===== src/common/rasterPkg.sv =====
package rasterPkg;

    // Tile geometry
    localparam int tileWidth = 8;
    localparam int tileHeight = 8;

    // Pixel layout, four 4-bit channels
    localparam int subPixelWidth = 4;
    localparam int subPixels = 4;
    localparam int pixelWidth = subPixelWidth * subPixels;

    // Stream beat carries two pixels
    localparam int beatWidth = 32;
    localparam int pixelsPerBeat = beatWidth / pixelWidth;
    localparam int tileBeats = tileWidth * tileHeight / pixelsPerBeat;

    typedef logic [5:0] pixelIndex;
    typedef logic [pixelWidth-1:0] pixel;
    typedef logic [subPixels-1:0] channelMask;

    // Inclusive corners, x0 <= x1 and y0 <= y1
    typedef struct packed {
        logic [2:0] x0;
        logic [2:0] y0;
        logic [2:0] x1;
        logic [2:0] y1;
        pixel color;
        channelMask mask;
    } rectCmd;

    typedef struct packed {
        pixelIndex index;
        pixel color;
        channelMask mask;
        logic enable;
    } fragWrite;

    // Lower pixel index sits in the low half of data
    typedef struct packed {
        logic [beatWidth-1:0] data;
        logic last;
    } streamBeat;

    typedef struct packed {
        pixel color;
        logic lineEnd;
        logic frameEnd;
    } scanPixel;

endpackage


===== src/framebuffer/dualPortRam.sv =====
module dualPortRam #(
    parameter int memWords = 32,
    parameter int memWidth = 32,
    parameter int strobeWidth = 4,
    localparam int addrWidth = $clog2(memWords),
    localparam int strobes = memWidth / strobeWidth
) (
    input  logic                 clk,
    input  logic [memWidth-1:0]  writeData,
    input  logic                 write,
    input  logic [addrWidth-1:0] writeAddr,
    input  logic [strobes-1:0]   writeMask,
    output logic [memWidth-1:0]  readData,
    input  logic [addrWidth-1:0] readAddr
);

    logic [memWidth-1:0] mem [memWords];

    // Lane-masked write port
    always_ff @(posedge clk)
    begin
        if (write)
        begin
            for (int i = 0; i < strobes; i++)
            begin
                if (writeMask[i])
                begin
                    mem[writeAddr][i * strobeWidth +: strobeWidth] <=
                        writeData[i * strobeWidth +: strobeWidth];
                end
            end
        end
    end

    // Registered read, returns the old word on a same-address write
    always_ff @(posedge clk)
    begin
        readData <= mem[readAddr];
    end

endmodule


===== src/framebuffer/frameBuffer.sv =====
module frameBuffer #(
    parameter int tileWidth = rasterPkg::tileWidth,
    parameter int tileHeight = rasterPkg::tileHeight,
    parameter int subPixels = rasterPkg::subPixels,
    parameter int subPixelWidth = rasterPkg::subPixelWidth
) (
    input  logic                 clk,
    input  logic                 reset,
    input  rasterPkg::fragWrite  frag,
    input  rasterPkg::pixelIndex readIndex,
    output rasterPkg::pixel      fragOut,
    input  logic                 apply,
    input  logic                 cmdCommit,
    input  logic                 cmdMemset,
    input  rasterPkg::pixel      clearColor,
    output logic                 applied,
    output rasterPkg::streamBeat beat,
    output logic                 beatValid,
    input  logic                 beatReady
);
    import rasterPkg::*;

    localparam int pixelBits = subPixels * subPixelWidth;
    localparam int lanes = beatWidth / pixelBits;
    localparam int laneBits = $clog2(lanes);
    localparam int beatCount = tileWidth * tileHeight / lanes;
    localparam int addrWidth = $clog2(beatCount);
    localparam int strobes = beatWidth / subPixelWidth;
    localparam logic [addrWidth-1:0] lastBeat = addrWidth'(beatCount - 1);

    typedef enum logic [1:0] {
        stateWait,
        stateCommitInit,
        stateCommit,
        stateMemset
    } cmdState;

    cmdState state;
    logic [addrWidth-1:0] counter;
    logic memsetPending;
    pixel clearHeld;
    logic cmdActive;
    logic beatTaken;

    //////////////////////////////////////////////////////////////////////
    // Fragment port mapping
    //////////////////////////////////////////////////////////////////////

    logic [addrWidth-1:0] fragAddr;
    logic [laneBits-1:0] fragLane;
    logic [strobes-1:0] fragStrobe;
    logic [addrWidth-1:0] readAddr;
    logic [laneBits-1:0] readLaneDelay;

    assign fragAddr = frag.index[laneBits +: addrWidth];
    assign fragLane = frag.index[laneBits-1:0];
    assign readAddr = readIndex[laneBits +: addrWidth];

    // Channel mask lands only in the lane of the addressed pixel
    always_comb
    begin
        for (int i = 0; i < lanes; i++)
        begin
            for (int j = 0; j < subPixels; j++)
            begin
                fragStrobe[i * subPixels + j] = (fragLane == laneBits'(i)) && frag.mask[j];
            end
        end
    end

    //////////////////////////////////////////////////////////////////////
    // RAM port arbitration, commands win
    //////////////////////////////////////////////////////////////////////

    logic [beatWidth-1:0] ramWriteData;
    logic ramWrite;
    logic [addrWidth-1:0] ramWriteAddr;
    logic [strobes-1:0] ramWriteMask;
    logic [beatWidth-1:0] ramReadData;
    logic [addrWidth-1:0] ramReadAddr;
    logic [addrWidth-1:0] commitAddr;

    assign cmdActive = (state != stateWait);
    assign beatTaken = beatValid && beatReady;

    // Look one beat ahead on accept so the stream runs every cycle
    assign commitAddr = beatTaken ? counter + 1'b1 : counter;

    assign ramWrite = cmdActive ? (state == stateMemset) : frag.enable;
    assign ramWriteAddr = cmdActive ? counter : fragAddr;
    assign ramWriteData = cmdActive ? {lanes{clearHeld}} : {lanes{frag.color}};
    assign ramWriteMask = cmdActive ? {strobes{1'b1}} : fragStrobe;
    assign ramReadAddr = cmdActive ? commitAddr : readAddr;

    dualPortRam #(
        .memWords(beatCount),
        .memWidth(beatWidth),
        .strobeWidth(subPixelWidth)
    ) ram_i (
        .clk(clk),
        .writeData(ramWriteData),
        .write(ramWrite),
        .writeAddr(ramWriteAddr),
        .writeMask(ramWriteMask),
        .readData(ramReadData),
        .readAddr(ramReadAddr)
    );

    // Lane select follows the RAM read by one cycle
    always_ff @(posedge clk)
    begin
        readLaneDelay <= readIndex[laneBits-1:0];
        fragOut <= ramReadData[readLaneDelay * pixelBits +: pixelBits];
    end

    assign beat = '{data: ramReadData, last: (counter == lastBeat)};

    //////////////////////////////////////////////////////////////////////
    // Command engine
    //////////////////////////////////////////////////////////////////////

    always_ff @(posedge clk)
    begin
        if (state == stateWait && apply)
        begin
            clearHeld <= clearColor;
        end
    end

    always_ff @(posedge clk)
    begin
        if (reset)
        begin
            state <= stateWait;
            counter <= '0;
            memsetPending <= 1'b0;
            beatValid <= 1'b0;
            applied <= 1'b1;
        end
        else
        begin
            case (state)
                stateWait:
                begin
                    counter <= '0;
                    if (apply && (cmdCommit || cmdMemset))
                    begin
                        applied <= 1'b0;
                        memsetPending <= cmdMemset;
                        // Commit goes first when both are requested
                        state <= cmdCommit ? stateCommitInit : stateMemset;
                    end
                end
                stateCommitInit:
                begin
                    // Beat 0 is being read this cycle
                    beatValid <= 1'b1;
                    state <= stateCommit;
                end
                stateCommit:
                begin
                    if (beatTaken)
                    begin
                        counter <= counter + 1'b1;
                        if (counter == lastBeat)
                        begin
                            beatValid <= 1'b0;
                            applied <= !memsetPending;
                            state <= memsetPending ? stateMemset : stateWait;
                        end
                    end
                end
                stateMemset:
                begin
                    counter <= counter + 1'b1;
                    if (counter == lastBeat)
                    begin
                        applied <= 1'b1;
                        state <= stateWait;
                    end
                end
                default:
                begin
                    state <= stateWait;
                end
            endcase
        end
    end

endmodule


===== src/hw/rectFill.sv =====
module rectFill #(
    parameter int tileWidth = rasterPkg::tileWidth,
    parameter int tileHeight = rasterPkg::tileHeight
) (
    input  logic               clk,
    input  logic               reset,
    input  rasterPkg::rectCmd  cmd,
    input  logic               start,
    output logic               busy,
    output rasterPkg::fragWrite frag
);
    import rasterPkg::*;

    localparam int xWidth = $clog2(tileWidth);
    localparam int yWidth = $clog2(tileHeight);

    rectCmd held;
    logic [xWidth-1:0] x;
    logic [yWidth-1:0] y;
    logic lastInRow;
    logic lastInRect;

    assign lastInRow = (x == held.x1);
    assign lastInRect = lastInRow && (y == held.y1);

    // Row-major walk over the latched rectangle
    always_ff @(posedge clk)
    begin
        if (reset)
        begin
            busy <= 1'b0;
        end
        else if (!busy)
        begin
            if (start)
            begin
                busy <= 1'b1;
            end
        end
        else if (lastInRect)
        begin
            busy <= 1'b0;
        end
    end

    always_ff @(posedge clk)
    begin
        if (!busy)
        begin
            if (start)
            begin
                held <= cmd;
                x <= cmd.x0;
                y <= cmd.y0;
            end
        end
        else if (lastInRow)
        begin
            // Wrap back to the left edge of the next row
            x <= held.x0;
            y <= y + 1'b1;
        end
        else
        begin
            x <= x + 1'b1;
        end
    end

    // One fragment per busy cycle
    assign frag.index = pixelIndex'(y) * pixelIndex'(tileWidth) + pixelIndex'(x);
    assign frag.color = held.color;
    assign frag.mask = held.mask;
    assign frag.enable = busy;

endmodule


===== src/hw/scanOut.sv =====
module scanOut #(
    parameter int tileWidth = rasterPkg::tileWidth,
    parameter int tileHeight = rasterPkg::tileHeight
) (
    input  logic                 clk,
    input  logic                 reset,
    input  rasterPkg::streamBeat beat,
    input  logic                 beatValid,
    output logic                 beatReady,
    output rasterPkg::scanPixel  pix,
    output logic                 pixelValid,
    input  logic                 pixelReady
);
    import rasterPkg::*;

    localparam int posWidth = $clog2(tileWidth * tileHeight);
    localparam int xWidth = $clog2(tileWidth);
    localparam int laneBits = $clog2(pixelsPerBeat);

    logic [beatWidth-1:0] heldData;
    logic heldLast;
    logic [posWidth-1:0] pos;
    logic [xWidth-1:0] x;
    logic [laneBits-1:0] lane;
    logic lastLane;
    logic beatTaken;
    logic pixelTaken;

    // Position in the frame, low bits give x and the lane
    assign x = pos[xWidth-1:0];
    assign lane = pos[laneBits-1:0];
    assign lastLane = (lane == laneBits'(pixelsPerBeat - 1));

    assign pixelTaken = pixelValid && pixelReady;
    assign beatReady = !pixelValid || (pixelReady && lastLane);
    assign beatTaken = beatValid && beatReady;

    assign pix.color = heldData[lane * pixelWidth +: pixelWidth];
    assign pix.lineEnd = (x == xWidth'(tileWidth - 1));
    assign pix.frameEnd = heldLast && lastLane;

    always_ff @(posedge clk)
    begin
        if (reset)
        begin
            pixelValid <= 1'b0;
            pos <= '0;
        end
        else
        begin
            if (beatTaken)
            begin
                pixelValid <= 1'b1;
            end
            else if (pixelTaken && lastLane)
            begin
                pixelValid <= 1'b0;
            end

            // Realign on the end of a frame
            if (pixelTaken)
            begin
                pos <= pix.frameEnd ? '0 : pos + 1'b1;
            end
        end
    end

    always_ff @(posedge clk)
    begin
        if (beatTaken)
        begin
            heldData <= beat.data;
            heldLast <= beat.last;
        end
    end

endmodule


===== src/hw/rasterSubsystem.sv =====
module rasterSubsystem #(
    parameter int tileWidth = rasterPkg::tileWidth,
    parameter int tileHeight = rasterPkg::tileHeight,
    parameter int subPixels = rasterPkg::subPixels,
    parameter int subPixelWidth = rasterPkg::subPixelWidth
) (
    input  logic                 clk,
    input  logic                 reset,
    input  rasterPkg::rectCmd    rectCmd,
    input  logic                 rectStart,
    output logic                 rectBusy,
    input  logic                 apply,
    input  logic                 cmdCommit,
    input  logic                 cmdMemset,
    input  rasterPkg::pixel      clearColor,
    output logic                 applied,
    input  rasterPkg::pixelIndex readIndex,
    output rasterPkg::pixel      fragOut,
    output rasterPkg::scanPixel  pix,
    output logic                 pixelValid,
    input  logic                 pixelReady
);
    import rasterPkg::*;

    fragWrite frag;
    streamBeat beat;
    logic beatValid;
    logic beatReady;

    rectFill #(
        .tileWidth(tileWidth),
        .tileHeight(tileHeight)
    ) rectFill_i (
        .clk(clk),
        .reset(reset),
        .cmd(rectCmd),
        .start(rectStart),
        .busy(rectBusy),
        .frag(frag)
    );

    frameBuffer #(
        .tileWidth(tileWidth),
        .tileHeight(tileHeight),
        .subPixels(subPixels),
        .subPixelWidth(subPixelWidth)
    ) frameBuffer_i (
        .clk(clk),
        .reset(reset),
        .frag(frag),
        .readIndex(readIndex),
        .fragOut(fragOut),
        .apply(apply),
        .cmdCommit(cmdCommit),
        .cmdMemset(cmdMemset),
        .clearColor(clearColor),
        .applied(applied),
        .beat(beat),
        .beatValid(beatValid),
        .beatReady(beatReady)
    );

    scanOut #(
        .tileWidth(tileWidth),
        .tileHeight(tileHeight)
    ) scanOut_i (
        .clk(clk),
        .reset(reset),
        .beat(beat),
        .beatValid(beatValid),
        .beatReady(beatReady),
        .pix(pix),
        .pixelValid(pixelValid),
        .pixelReady(pixelReady)
    );

endmodule


===== config.mk =====
export PLATFORM = sky130hd
export DESIGN_NAME = rasterSubsystem
export DESIGN_NICKNAME = d
export VERILOG_FILES = /design/src/common/rasterPkg.sv /design/src/framebuffer/dualPortRam.sv /design/src/framebuffer/frameBuffer.sv /design/src/hw/rectFill.sv /design/src/hw/scanOut.sv /design/src/hw/rasterSubsystem.sv
export SDC_FILE = /design/constraint.sdc
export NUM_CORES = 2
export LEC_CHECK = 0
export ABC_AREA = 1
export BUFFER_PORTS_ARGS = -buffer_cell sky130_fd_sc_hd__buf_2
export CAP_MARGIN = 15
export CORE_MARGIN = 2
export CORE_UTILIZATION = 50
export CTS_CLUSTER_SIZE = 20
export DETAILED_ROUTE_END_ITERATION = 6
export PLACE_DENSITY = 0.66
export SLEW_MARGIN = 20
export SYNTH_ARGS = -nofsm -noshare
export SYNTH_HDL_FRONTEND = slang
export SYNTH_SLANG_ARGS = --single-unit

===== constraint.sdc =====
create_clock -name clk -period 6.43 [get_ports clk]
set_input_delay 0.3215 -clock clk [delete_from_list [all_inputs] [get_ports clk]]
set_output_delay 0.3215 -clock clk [all_outputs]
set_load 0.1 [all_outputs]

==> out/metrics.yaml <==
place:
  numPortBuffers: 97
  globalplace.congestion: 0.870
  dp_hpwl_um: 79900
floorplan:
  start_util_pct: 50.2
  die_y_um: 326
  core_area_um2: 103000
  fp.dieArea_um2: 106000
  io_pins: 98
  die_w_um: 326
  core.rowCount: 118
sta:
  rsz0062_at_grt: "no"
  period_share_pct: 62.2
  fin_skew_ns: 0.0322
  slew_violations: 0
  hold_viol: 0
  max_slew_margin_pct: 28.3
  min_period_ns: 4.00
  max_freq_mhz: 250
  max_slew.worst_pin.slew_ns: 1.07
  finalSetupViolations: 0
  hold_ws_ns: 0.0932
  setup_tns_ns: 0
setup_path:
  r2r_end: "frameBuffer_i.ram_i.mem[19][21]$_DFFE_PP_"
  cp.arrival_ns: 4.34
  crit_required_ns: 6.77
  start_kind: "register"
  path_max_fanout: 40
  regToRegStartpoint: "frameBuffer_i.state[0]$_SDFFE_PP0P_"
  reg2reg_depth: 8
  cp-endpoint: "frameBuffer_i.ram_i.mem[19][21]$_DFFE_PP_"
  end_kind: "register"
  rrSetupSlack_ns: 2.43
  startpoint: "frameBuffer_i.state[0]$_SDFFE_PP0P_"
  critPathKind: "register to register"
synth:
  ys_ff_latch: 1172
  synthCells: 5164
  yosysMostFrequentCell: "nand2_1"
  yosys_warnings: 0
  synth.cell_area_um2: 51800
  syn-num-nets: 5231
  synth_top_cells_by_count: "nand2_1, nand3_1, edfxtp_1, inv_1, nor2_1"
  synth_edf_count: 1108
  ys.flop_type: "edfxtp_1"
  synthArstFlopShare_pct: 0
  ys_types: 33
  synth_area_leaders: "edfxtp_1, nand3_1, nand2_1"
  syn_area_per_cell_um2: 10.0
  post-synth-top-area-cell: "edfxtp_1"
  synth_top_area_share_pct: 64.3
  ys_seq_area_share_pct: 66.7
route:
  highest_layer: "met5"
  viasPerCell: 5.34
  dr.first_iter.drc_count: 3952
  dr_wl_met2_um: 61100
  met3WireLength_um: 13300
  dr.pass1.iters: 6
  vias: 35700
  drc: 0
  wl_per_cell_um: 20.3
  wl_met1_um: 57100
  ant_nets: 0
  wl_um: 136000
finish:
  post_route_cells_drive_above_1_share_pct: 7.58
  diodes: 0
  n_fill_cell: 8794
  area_growth_pct: 11.6
  nNetsFinal: 5267
clock_network:
  htreeDepth: 3
  cts-resized-gates: 0
  clkTransAtPathRegs_ns: 0.06
  tritoncts: "built"
  numCtsBuffers: 118
  worst_skew_pair.late_latency_ns: 0.71
  clkSinkCount: 1172
  cts_max_path_buffers: 3
  cts-root-buf: "clkbuf_16"
power_and_ir_drop:
  power.density_nw_per_um2: 514
  total_leakage_power_nw: 24.5
  ir_drop_uv: 635
global_routing:
  antenna_found_initial: 2
  grt_first_pass_wirelength_um: 206000
  globalRouteOverflowTotal: 0
  first_global_vias: 34400
  grt_max_degree: 176
  track_usage_pct: 25.6
worst_hold_path:
  min_delay_path_depth: 3
  hold_path.class: "input pin to register"
outcome:
  status: "finished, final reports clean"
flow_run:
  maxCapViolations: 0
==> sequential cells by signal, indices dropped and copies added, names as in the netlist, 2 cells and up <==
register / flops
frameBuffer_i.ram_i.mem: 1024
frameBuffer_i.ram_i.readData: 32
scanOut_i.heldData: 32
rectFill_i.frag: 20
frameBuffer_i.clearHeld: 16
frameBuffer_i.fragOut: 16
rectFill_i.held: 9
frameBuffer_i.counter: 5
rectFill_i.x: 3
rectFill_i.y: 3
scanOut_i.pos: 3
frameBuffer_i.state: 2
==> final cells by class <==
type                            instances  area, um^2  area share, %
Sequential cell                      1172       34600           59.8
Multi-Input combinational cell       2659       12000           20.8
Inverter                             1056        3960           6.86
Clock buffer                          159        3340           5.78
Tap cell                             1380        1730           2.99
Timing Repair Buffer                  193        1470           2.54
Clock inverter                         66         683           1.18
==> layout by cell type, fill, tap and decap left out, types with 3 or more instances in the layout <==
cell type | netlist | routed
inv_2 | 5 | 5
clkinv_4 | 0 | 3
edfxtp_1 | 1108 | 1108
mux2_2 | 16 | 16
buf_12 | 0 | 10
a21oi_1 | 13 | 13
xnor2_1 | 6 | 6
a31oi_1 | 3 | 3
nor2_1 | 276 | 275
dlygate4sd3_1 | 0 | 55
nand2_4 | 4 | 14
bufinv_16 | 0 | 13
inv_1 | 1049 | 1049
nor2_4 | 3 | 3
o21ai_0 | 21 | 21
o21ai_4 | 0 | 3
clkinv_2 | 0 | 21
or2_2 | 3 | 3
clkbuf_16 | 0 | 121
nand3_1 | 1130 | 1129
nand2_1 | 1144 | 1118
clkbuf_1 | 37 | 21
clkinvlp_4 | 0 | 7
dfxtp_1 | 64 | 64
nand2_2 | 10 | 24
xor2_1 | 4 | 4
buf_4 | 35 | 31
buf_2 | 176 | 97
clkbuf_8 | 0 | 17
o21ai_2 | 5 | 4
clkinv_1 | 2 | 21
ha_1 | 6 | 6
==> per-layer routing <==
metal	track usage (%)	vias to the layer above
li1	-	16800
met1	36.7	17000
met2	39.7	1734
met3	4.61	252
met4	8.52	2
met5	0	-
==> power breakdown <==
| group | total [mW] | internal, mW | leakage (nW) | switching [mW] |
|---|---|---|---|---|
| sequential | 10.6 | 10.3 | 10.6 | 0.340 |
| combinational | 12.0 | 2.58 | 11.9 | 9.42 |
| clock | 7.05 | 4.15 | 1.97 | 2.90 |
==> timing repair <==
item / CTS / global route
setup buffers: 0 / 0
hold buffers: 55 / 0
hold endpoints to repair: 63 / 0
==> stage by stage <==
step	util (%)	power, mW	worst slack [ns]	instance area (um^2)	instances
floorplan	-	18.5	3.78	51800	5164
global placement	51.6	22.5	2.66	53200	6405
detailed placement	51.6	22.6	2.57	53200	6405
CTS	56.0	29.6	2.60	57800	6685
global route	56.0	31.1	2.24	57800	6685
finish	56.0	29.7	2.43	57800	6685
==> cells by family (layout without fill, tap and decap cells) <==
logic type                 Yosys count  in the layout  share of synthesized area (%)
DFF                               1172           1172                           66.7
buffers and inverters             1333           1474                           10.4
adders and majority gates            6              6                          0.145
AOI/OAI and AO/OA                   51             51                          0.563
muxes                               16             16                          0.348
and+or+nand+nor                   2576           2576                           21.6
xor gates and xnor gates            10             10                          0.169
==> critical path, stage by stage (launching register included) <==
cell and delay [ns]:
dfxtp_1 0.40, inv_2 0.10, nand2_4 0.31, inv_2 0.38, o21ai_0 0.74, nand2_1 0.16
nor2_1 0.25, nand2_1 0.71, nor2_1 0.56
==> worst min path at each step <==
stage | from | end
floorplan | readIndex[0] | frameBuffer_i.readLaneDelay$_DFF_P_
global placement | readIndex[0] | frameBuffer_i.readLaneDelay$_DFF_P_
detailed placement | readIndex[0] | frameBuffer_i.readLaneDelay$_DFF_P_
CTS | rectStart | rectFill_i.x[2]$_DFFE_PP_
global route | rectStart | rectFill_i.x[2]$_DFFE_PP_
finish | rectStart | rectFill_i.x[2]$_DFFE_PP_
No activity file was read; power rests on OpenSTA's default activity.
